--- src/rtl/up_consts.svh ---
`ifndef UP_CONSTS_SVH
`define UP_CONSTS_SVH

// one word is both a data byte and an address.
`define UP_DATA_W 8

`define UP_MEM_DEPTH 256

// result byte brought out as the probe.
`define UP_PROBE_ADDR 128

// bytes 0 .. UP_BOOT_LEN-1 hold the boot image.
`define UP_BOOT_LEN 66

// opcode bytes.
`define UP_OP_LDA 8'h01
`define UP_OP_STA 8'h02
`define UP_OP_ADD 8'h03
`define UP_OP_SUB 8'h04
`define UP_OP_AND 8'h05
`define UP_OP_XOR 8'h06
`define UP_OP_JMP 8'h07
`define UP_OP_JZ 8'h08
`define UP_OP_HLT 8'h09

`endif

--- src/rtl/upPkg.sv ---
`include "up_consts.svh"

package upPkg;

	// any byte outside this set runs as a no-op.
	typedef enum logic [`UP_DATA_W-1:0] {
		opLda = `UP_OP_LDA,
		opSta = `UP_OP_STA,
		opAdd = `UP_OP_ADD,
		opSub = `UP_OP_SUB,
		opAnd = `UP_OP_AND,
		opXor = `UP_OP_XOR,
		opJmp = `UP_OP_JMP,
		opJz = `UP_OP_JZ,
		opHlt = `UP_OP_HLT
	} opcodeT;

	typedef enum logic [2:0] {
		aluPass = 3'd0,
		aluAdd = 3'd1,
		aluSub = 3'd2,
		aluAnd = 3'd3,
		aluXor = 3'd4
	} aluOpT;

	typedef struct packed {
		aluOpT aluOp;
		logic writesAcc; // acc <= alu result.
		logic writesMem; // mem[operand] <= acc.
		logic isJump;
		logic jumpIfZero; // only with isJump.
		logic isHalt;
	} decodedT;

	typedef struct packed {
		logic en;
		logic [`UP_DATA_W-1:0] addr;
		logic [`UP_DATA_W-1:0] data;
	} hostWriteT;

endpackage

--- src/rtl/upAlu.sv ---
`include "up_consts.svh"

module upAlu (
	input  upPkg::aluOpT op,
	input  logic [`UP_DATA_W-1:0] acc,
	input  logic [`UP_DATA_W-1:0] operand,
	output logic [`UP_DATA_W-1:0] result,
	output logic zero
);

	// all arithmetic wraps at the word width.
	always_comb begin
		case (op)
			upPkg::aluPass: begin
				result = operand;
			end
			upPkg::aluAdd: begin
				result = acc + operand;
			end
			upPkg::aluSub: begin
				result = acc - operand;
			end
			upPkg::aluAnd: begin
				result = acc & operand;
			end
			upPkg::aluXor: begin
				result = acc ^ operand;
			end
			default: begin
				result = operand;
			end
		endcase
	end

	assign zero = (result == '0);

endmodule

--- src/rtl/upControl.sv ---
`include "up_consts.svh"

module upControl (
	input  logic clk,
	input  logic nRst,
	input  logic run,
	input  logic [`UP_DATA_W-1:0] rdata,
	input  upPkg::decodedT dec,
	input  logic [`UP_DATA_W-1:0] aluResult,
	input  logic aluZero,
	output logic [`UP_DATA_W-1:0] memAddr,
	output logic [`UP_DATA_W-1:0] wdata,
	output logic we,
	output logic halted,
	output logic [`UP_DATA_W-1:0] acc,
	output logic [`UP_DATA_W-1:0] opcode
);

	typedef enum logic [1:0] {
		stFetchOp = 2'd0,
		stFetchAddr = 2'd1,
		stExec = 2'd2
	} stateT;

	stateT state;
	logic [`UP_DATA_W-1:0] pc;
	logic [`UP_DATA_W-1:0] operandAddr;
	logic accZero;
	logic advance;
	logic execute;
	logic takeJump;

	assign advance = run && !halted;
	assign execute = (state == stExec);

	// jz looks at the accumulator as it stands before this instruction.
	assign takeJump = dec.isJump && (!dec.jumpIfZero || accZero);

	assign memAddr = execute ? operandAddr : pc;
	assign wdata = acc;
	assign we = run && execute && dec.writesMem;

	always_ff @(posedge clk or negedge nRst) begin
		if (!nRst) begin
			state <= stFetchOp;
			pc <= '0;
			halted <= 1'b0;
		end else if (!run) begin
			state <= stFetchOp; // parked until run rises.
			pc <= '0;
			halted <= 1'b0;
		end else if (!halted) begin
			case (state)
				stFetchOp: begin
					state <= stFetchAddr;
					pc <= pc + 1'b1;
				end
				stFetchAddr: begin
					state <= stExec;
					pc <= pc + 1'b1;
				end
				stExec: begin
					state <= stFetchOp;
					if (takeJump) begin
						pc <= operandAddr;
					end
					if (dec.isHalt) begin
						halted <= 1'b1;
					end
				end
				default: begin
					state <= stFetchOp;
				end
			endcase
		end
	end

	// instruction register, a no-op after reset.
	always_ff @(posedge clk or negedge nRst) begin
		if (!nRst) begin
			opcode <= '0;
		end else if (advance && state == stFetchOp) begin
			opcode <= rdata;
		end
	end

	always_ff @(posedge clk) begin
		if (advance && state == stFetchAddr) begin
			operandAddr <= rdata;
		end
	end

	// zero flag tracks the accumulator.
	always_ff @(posedge clk or negedge nRst) begin
		if (!nRst) begin
			acc <= '0;
			accZero <= 1'b1;
		end else if (advance && execute && dec.writesAcc) begin
			acc <= aluResult;
			accZero <= aluZero;
		end
	end

endmodule

--- src/rtl/upDecoder.sv ---
`include "up_consts.svh"

module upDecoder (
	input  logic [`UP_DATA_W-1:0] opcode,
	output upPkg::decodedT dec
);

	always_comb begin
		dec = '0;
		dec.aluOp = upPkg::aluPass;
		case (opcode)
			upPkg::opLda: begin
				dec.aluOp = upPkg::aluPass;
				dec.writesAcc = 1'b1;
			end
			upPkg::opSta: begin
				dec.writesMem = 1'b1;
			end
			upPkg::opAdd: begin
				dec.aluOp = upPkg::aluAdd;
				dec.writesAcc = 1'b1;
			end
			upPkg::opSub: begin
				dec.aluOp = upPkg::aluSub;
				dec.writesAcc = 1'b1;
			end
			upPkg::opAnd: begin
				dec.aluOp = upPkg::aluAnd;
				dec.writesAcc = 1'b1;
			end
			upPkg::opXor: begin
				dec.aluOp = upPkg::aluXor;
				dec.writesAcc = 1'b1;
			end
			upPkg::opJmp: begin
				dec.isJump = 1'b1;
			end
			upPkg::opJz: begin
				dec.isJump = 1'b1;
				dec.jumpIfZero = 1'b1;
			end
			upPkg::opHlt: begin
				dec.isHalt = 1'b1;
			end
			default: begin
				dec = '0; // no-op.
			end
		endcase
	end

endmodule

--- src/rtl/upMemory.sv ---
`include "up_consts.svh"

module upMemory (
	input  logic clk,
	input  logic nRst,
	input  logic we,
	input  logic [`UP_DATA_W-1:0] addr,
	input  logic [`UP_DATA_W-1:0] wdata,
	output logic [`UP_DATA_W-1:0] rdata,
	output logic [`UP_DATA_W-1:0] probe
);

	logic [`UP_DATA_W-1:0] mem [`UP_MEM_DEPTH];

	// boot program: acc = mem[64] + mem[65], store at 128, halt.
	function automatic logic [`UP_DATA_W-1:0] bootByte(input int unsigned idx);
		case (idx)
			0: return `UP_OP_LDA;
			1: return 8'd64;
			2: return `UP_OP_ADD;
			3: return 8'd65;
			4: return `UP_OP_STA;
			5: return 8'd128;
			6: return `UP_OP_HLT;
			7: return 8'd0;
			64: return 8'h5a; // first addend.
			65: return 8'hc3; // second addend, sum wraps.
			default: return '0;
		endcase
	endfunction

	assign rdata = mem[addr];
	assign probe = mem[`UP_PROBE_ADDR];

	always_ff @(posedge clk or negedge nRst) begin
		if (!nRst) begin
			for (int i = 0; i < `UP_MEM_DEPTH; i++) begin
				if (i < `UP_BOOT_LEN) begin
					mem[i] <= bootByte(i);
				end else begin
					mem[i] <= '0;
				end
			end
		end else if (we) begin
			mem[addr] <= wdata;
		end
	end

endmodule

--- src/rtl/upTop.sv ---
`include "up_consts.svh"

module upTop (
	input  logic clk,
	input  logic nRst,
	input  logic run,
	input  upPkg::hostWriteT host,
	output logic [`UP_DATA_W-1:0] probe,
	output logic [`UP_DATA_W-1:0] acc,
	output logic halted
);

	logic coreWe;
	logic [`UP_DATA_W-1:0] coreAddr;
	logic [`UP_DATA_W-1:0] coreWdata;
	logic memWe;
	logic [`UP_DATA_W-1:0] memAddr;
	logic [`UP_DATA_W-1:0] memWdata;
	logic [`UP_DATA_W-1:0] rdata;
	logic [`UP_DATA_W-1:0] opcode;
	logic [`UP_DATA_W-1:0] aluResult;
	logic aluZero;
	upPkg::decodedT dec;

	// host owns the memory while the core is stopped.
	always_comb begin
		if (run) begin
			memWe = coreWe;
			memAddr = coreAddr;
			memWdata = coreWdata;
		end else begin
			memWe = host.en;
			memAddr = host.addr;
			memWdata = host.data;
		end
	end

	upMemory upMemory_i (
		.clk(clk),
		.nRst(nRst),
		.we(memWe),
		.addr(memAddr),
		.wdata(memWdata),
		.rdata(rdata),
		.probe(probe)
	);

	upDecoder upDecoder_i (
		.opcode(opcode),
		.dec(dec)
	);

	upAlu upAlu_i (
		.op(dec.aluOp),
		.acc(acc),
		.operand(rdata),
		.result(aluResult),
		.zero(aluZero)
	);

	upControl upControl_i (
		.clk(clk),
		.nRst(nRst),
		.run(run),
		.rdata(rdata),
		.dec(dec),
		.aluResult(aluResult),
		.aluZero(aluZero),
		.memAddr(coreAddr),
		.wdata(coreWdata),
		.we(coreWe),
		.halted(halted),
		.acc(acc),
		.opcode(opcode)
	);

endmodule

--- config.mk ---
export PLATFORM = sky130hd
export DESIGN_NAME = upTop
export DESIGN_NICKNAME = d
export VERILOG_FILES = /design/src/rtl/upPkg.sv /design/src/rtl/upAlu.sv /design/src/rtl/upControl.sv /design/src/rtl/upDecoder.sv /design/src/rtl/upMemory.sv /design/src/rtl/upTop.sv
export VERILOG_INCLUDE_DIRS = /design/src /design/src/rtl
export SDC_FILE = /design/constraint.sdc
export NUM_CORES = 2
export LEC_CHECK = 0
export BUFFER_PORTS_ARGS = -buffer_cell sky130_fd_sc_hd__buf_2
export CORE_MARGIN = 1
export CORE_UTILIZATION = 50
export DETAILED_ROUTE_END_ITERATION = 8
export PLACE_DENSITY = 0.71
export SLEW_MARGIN = 20
export SYNTH_ARGS = -nofsm -noshare
export SYNTH_HDL_FRONTEND = slang
export SYNTH_SLANG_ARGS = --single-unit
--- constraint.sdc ---
create_clock -name clk -period 8 [get_ports clk]
set_clock_uncertainty 0.2 [all_clocks]
set_input_delay 1.6 -clock clk [delete_from_list [all_inputs] [get_ports clk]]
set_output_delay 1.6 -clock clk [all_outputs]
set_load 0.005 [all_outputs]
### After elaboration in Yosys (flattened, before gate mapping)

Cells that the tools add are included.

* $add $sub $neg: 3
* order comparisons: 2
* equal/unequal tests: 18
* multiplexer cells: 27
* bitwise gates (word level): 3
* reduce and logical (&&, ||, !) cells: 17

Operators with widths (count)
* bitwise mux 2048 bit: 1
* two-way mux 8 bit: 9
* binary-select mux 8 bit (select 8 bit): 1
* demux 8 bit (select 8 bit): 1
* == test 8 x 3 -> 1 bit, second input constant: 4
* one-hot mux 8 bit (4 select lines): 1
* one-hot mux 4 bit (5 select lines): 1
* == test 8 x 2 -> 1 bit, second input constant: 2
* == test 8 x 4 -> 1 bit, second input constant: 2
* one-hot mux 8 bit (2 select lines): 1
* greater-or-equal comparator 9 bit, second input constant: 1
* logical AND 1 bit: 9
* less-than comparator 9 x 1 -> 1 bit, second input constant: 1
* two-way mux 1 bit: 9
* inverter 8 -> 9 bit: 1
* adder 8 x 1 -> 8 bit, second input constant: 1
* adder 8 bit: 1
* AND 8 bit: 1
* == test 8 x 1 -> 1 bit, second input constant: 1
* logical NOT 8 bit: 1
* subtractor 8 bit: 1
* bitwise XOR 8 bit: 1
* == test 3 x 2 -> 1 bit, second input constant: 2
* two-way mux 2 bit: 2
* other kinds (13): 15

* register bits: 2084
* input bits: 20
* output and inout port bits: 17
* logic and storage cells: 333

### Longest topological paths before layout

* word-level depth: 10
* gate-level depth with buffers: 36
* gate-level depth less buffers: 27

### Hierarchy

From an unflattened synthesis, not the netlist that was laid out.

* cell total of the unflattened synthesis: 6150
* area total of the unflattened synthesis: 96555.1 µm²

By module, submodules not included
* upMemory: instances 1, cells an instance 5835, area an instance 93408.3 µm², sequential area each 51271.7 µm²
* upControl: instances 1, cells an instance 149, area an instance 1736.7 µm², sequential area each 942.2 µm²
* upAlu: instances 1, cells an instance 128, area an instance 987.2 µm², sequential area each 0.0 µm²
* upTop: instances 1, cells an instance 19, area an instance 260.2 µm², sequential area each 0.0 µm²
* upDecoder: instances 1, cells an instance 19, area an instance 162.7 µm², sequential area each 0.0 µm²

### Worst setup path before layout

Ideal clock, no wire load.

* path type: in2reg
* start point: input run
* end point: register upControl_i.acc[7]
* setup time: 0.066 ns
* arrival time: 7.109 ns
* required time: 7.734 ns
* setup slack: 0.625 ns
* stages on the path: 32
* path buffers: 5
* cell sequence: and4bb_1 -> a211o_1 -> buf_6 -> buf_6 -> buf_6 -> buf_6 -> nand3_1 -> clkbuf_1 -> o22ai_1 -> a221oi_1 -> a21oi_1 -> or4_1 -> o221ai_1 -> nand3_1 -> ha_1 -> nand2_1 -> o21ai_0 -> inv_1 -> ha_1 -> nor2b_1 -> o21ai_0 -> nand2b_1 -> a21o_1 -> a21o_1 -> a21o_1 -> a21oi_1 -> xnor2_1 -> xnor2_1 -> nand2b_1 -> or4_1 -> o211ai_1 -> mux2_1

* word-level cells in the longest chain between the ends: 7
* elaborated cells between the ends (all ways): 13
* classes of those cells: 2 x add/sub; 5 x mux; 3 x bitwise; 3 x reduce/logical

Ends and longest elaborated chain
* start, declared: RTL line upTop.sv:6 `input logic run,`
* two-way mux 8 bit: RTL line upTop.sv:27 `if (run) begin`
* inverter 8 -> 9 bit (implied by the code): RTL line upMemory.sv:32 `assign rdata = mem[addr];`
* binary-select mux 8 bit (select 8 bit): RTL line upMemory.sv:32
* two-way mux 8 bit (implied by the code) (2 in a row): RTL line upMemory.sv:32
* subtractor 8 bit, or another cell as far along: RTL line upAlu.sv:21 `result = acc - operand;`
* one-hot mux 8 bit (4 select lines): RTL line upAlu.sv:13 `case (op)`
* end signal, assigned: RTL line upControl.sv:99 `acc <= aluResult;`
* end, declared: RTL line upControl.sv:15 `` output logic [`UP_DATA_W-1:0] acc, ``

Several ways; a longest one is shown, not always the timed one. The select of a mux whose other input is x is not followed.
A chain may end at the register's enable or synchronous reset.

### Worst setup path after layout

Same ends and word-level chain as after synthesis.

==> summary.txt <==
Status
  • Status: finished, final reports clean

Clock tree
  • CTS tree: done
  • CTS Root Cell: clkbuf_16
  • Clock sink count: 2084
  • H-tree depth: 4
  • Clk slew on worst S/H paths: 0.06 ns
  • Clock buffer depth: 3
  • Worst-skew pair later-pin latency: 0.89 ns
  • Hold_buf cts: 0
  • Total CTS buffers: 211

Placement
  • HPWL after DPL: 220.9 mm
  • DP Area: 0.09799 sq mm
  • Port-buffer cells: 36
  • GPL Wtd Cong: 1.018

Global route
  • Initial antenna violation count: 8
  • GR Overflow Total: 0
  • Overall routing resource usage: 35.97%
  • Vias in the first global route: 74.54k
  • Maximum number of pins on one net before global-route repair: 209
  • First-pass GRT wire length: 498.0 mm

Die
  • Die H: 432.3 um
  • I/O Pins: 37
  • Initial Util: 50.47%
  • Die Span X: 432.3 um
  • FP Rows: 157
  • Die area: 0.1869 sq mm
  • Core Area: 0.1835 sq mm

Drt
  • # DRC: 0
  • DRT Pass-1 Iters: 8
  • Drt via density: 6.241
  • ANT nets after route: 0
  • WL final: 335.3 mm
  • Initial DRC count: 10.62k
  • Via count: 78.16k
  • Routed WL per cell: 26.78 um

Pwr
  • Static Leak: 45.95 nW
  • Maximum vdd drop: 309.0 uV
  • Pwr Density: 243.5 mW/mm^2

Synth
  • Asr flop ratio synth: 99.62%
  • Most used DFF post-synth: dfrtp_1
  • Leading area contributor after synthesis: dfrtp_1
  • Post-synth cell types: 85
  • Syn Nets: 9869
  • YS warnings: 0
  • Post-Synthesis Cells: 9831
  • Post-synth top area share: 55.59%
  • #FFs+latches synth: 2084
  • EDFF count, synth: 8
  • Synth area leaders: dfrtp_1 (56%), nand2_1 (13%), o21ai_0 (11%)
  • Mean Syn Cell Area: 9.419 sq um
  • Sequential area share after synthesis: 56.39%
  • Syn Std Cell Area: 0.09260 sq mm

STA
  • Final hold vios: 0
  • Max_slew headroom: 17.62%
  • Final setup fails: 0
  • Final min period: 7.962 ns
  • Worst-Margin Slew: 1.236 ns
  • Max-slew violations: 0
  • Fmax achieved: 125.6 MHz
  • TNS Setup: 0 ns
  • Crit share post-route: 99.53%

Worst setup path
  • Startpoint types: input pin
  • Worst endpoint data arrival time: 8.59 ns
  • Required @ worst endpoint: 8.62 ns
  • Worst Path Max Fanout: 21
  • CP Capture Type: register
  • WS Path Type: input pin to register

Finish
  • Area growth syn-to-layout: 13.63%
  • Design area: 0.1052 sq mm
  • Share of cells above drive strength 1: 11.96%
  • Nets: 9909

Job
  • Max Cap Violations: 0

Worst hold path
  • Worst Hold Class: register to register
power breakdown:
group          internal [W]  switching, W  leakage, nW
combinational       0.00120       0.00290         13.6
clock               0.00594       0.00432         3.51
sequential           0.0110      0.000277         28.9
Yosys cell counts, types with 17 or more instances:
| library cell | n |
|---|---|
| o22ai_1 | 138 |
| nand3_1 | 141 |
| dfstp_2 | 19 |
| mux2i_1 | 382 |
| clkbuf_1 | 596 |
| a31oi_1 | 33 |
| ha_1 | 17 |
| a2111oi_0 | 20 |
| buf_6 | 41 |
| mux4_2 | 143 |
| or4_1 | 33 |
| o21ai_0 | 2112 |
| nor4_1 | 42 |
| buf_1 | 38 |
| nand4_1 | 44 |
| buf_4 | 24 |
| nor2_1 | 112 |
| a22oi_1 | 59 |
| a32oi_1 | 39 |
| dfrtp_1 | 2057 |
| nand2_1 | 3110 |
| nor3_1 | 26 |
| buf_2 | 101 |
| a21oi_1 | 254 |
state kept, by name, summed over array words and instances, names as in the netlist, 2 cells and up:
name	flops
upMemory_i.probe	8
upMemory_i.mem	2040
upControl_i.operandAddr	8
upControl_i.state	2
upControl_i.pc	8
upControl_i.acc	8
upControl_i.opcode	8
cell families after synthesis:
kind of cell,count (synthesis),synth area share (%)
adder cells (fa/ha/maj),18,0.2513
XOR/XNOR,12,0.1135
multiplexers,543,7.826
AO/OA/AOI/OAI,2782,16.16
flip-flops,2084,56.39
AND/OR/NAND/NOR,3576,15.39
buffers and inverters,816,3.874
cell usage in the layout (no fill, tap or decap), types with 31 or more instances in the layout:
cell type / Yosys / final
a32oi_1: 39 / 39
o22ai_1: 138 / 138
mux2i_1: 382 / 374
nand2_1: 3110 / 3110
dfrtp_1: 2057 / 2057
nand4_1: 44 / 44
clkbuf_16: 0 / 215
clkinv_2: 0 / 31
clkbuf_1: 596 / 62
nor4_1: 42 / 42
a21oi_1: 254 / 254
clkbuf_8: 0 / 45
mux4_2: 143 / 143
o21ai_0: 2112 / 2112
nand3_1: 141 / 133
buf_12: 0 / 70
a31oi_1: 33 / 33
buf_4: 24 / 519
buf_2: 101 / 35
a22oi_1: 59 / 59
or4_1: 33 / 33
nor2_1: 112 / 86
path summary, 6_finish.rpt:
check                                                  end  depth (start not counted)  slack (ns)                             start
setup / recovery            upControl_i.acc[7]$_DFFE_PN0P_                         27        0.04                               run
hold / removal             upMemory_i.mem[647]$_DFFE_PN0P_                          2        0.27   upMemory_i.mem[647]$_DFFE_PN0P_
setup reg to reg            upControl_i.acc[7]$_DFFE_PN0P_                         27        0.35  upControl_i.state[1]$_DFFE_PN0P_
hold reg to reg            upMemory_i.mem[647]$_DFFE_PN0P_                          2        0.27   upMemory_i.mem[647]$_DFFE_PN0P_
max in group asynchronous  upMemory_i.mem[716]$_DFFE_PN0P_                          3        4.98                              nRst
min in group asynchronous  upMemory_i.mem[214]$_DFFE_PN0P_                          1        0.43                              nRst
final cells by class:
cell class / instances / area (sq um)
Antenna cell: 10 / 25.02
Inverter: 16 / 60.06
Tap cell: 2464 / 3083
Sequential cell: 2084 / 52210
Multi-Input combinational cell: 6931 / 37170
Clock buffer: 322 / 6232
Fill cell: 15660 / 78260
Clock inverter: 68 / 908.4
Timing Repair Buffer: 627 / 5523
layer usage:
| layer | GRT usage [%] | share of wire, % |
|---|---|---|
| met2 | 51.63 | 43 |
| met5 | 0 | 0.016 |
| met4 | 21.45 | 7.1 |
| met1 | 48.43 | 39 |
| met3 | 10.38 | 12 |
worst max-delay path, cell delays in order:
cell	delay [ns]
buf_2	0.23
and4bb_1	0.33
a211o_4	0.30
buf_4	0.30
buf_12	0.21
buf_4	0.37
buf_4	0.36
mux2i_1	0.38
o22ai_1	0.16
or4_1	0.51
nor4_1	0.49
or4b_4	0.34
nand3_1	0.22
a2111oi_4	0.33
buf_4	0.25
buf_4	0.14
xnor2_1	0.11
ha_1	0.26
a21o_1	0.18
a21o_1	0.19
a21oi_1	0.18
xnor2_1	0.16
xnor2_1	0.12
nand2b_1	0.14
or4_1	0.40
o211ai_1	0.12
mux2_1	0.16
repair_timing:
action	CTS	global route
buffers inserted	0	1
endpoints found under the setup margin	0	2
gates resized for setup	0	5
stage by stage:
stage | setup WS (ns) | power [W] | hold slack [ns] | util, % | std cells
after floorplan | 0.6247 | 0.01335 | 0.2394 | - | 9831
after global placement | -0.7785 | 0.01532 | 0.2557 | 53.40 | 12120
after detailed placement | -0.7886 | 0.01539 | 0.2645 | 53.41 | 12120
after CTS | 0.1002 | 0.02552 | 0.2772 | 57.30 | 12510
after global routing | -0.1636 | 0.02629 | 0.2889 | 57.33 | 12510
final | 0.03751 | 0.02562 | 0.2743 | 57.35 | 12520
Note: power is estimated with default switching activity, not from simulation.
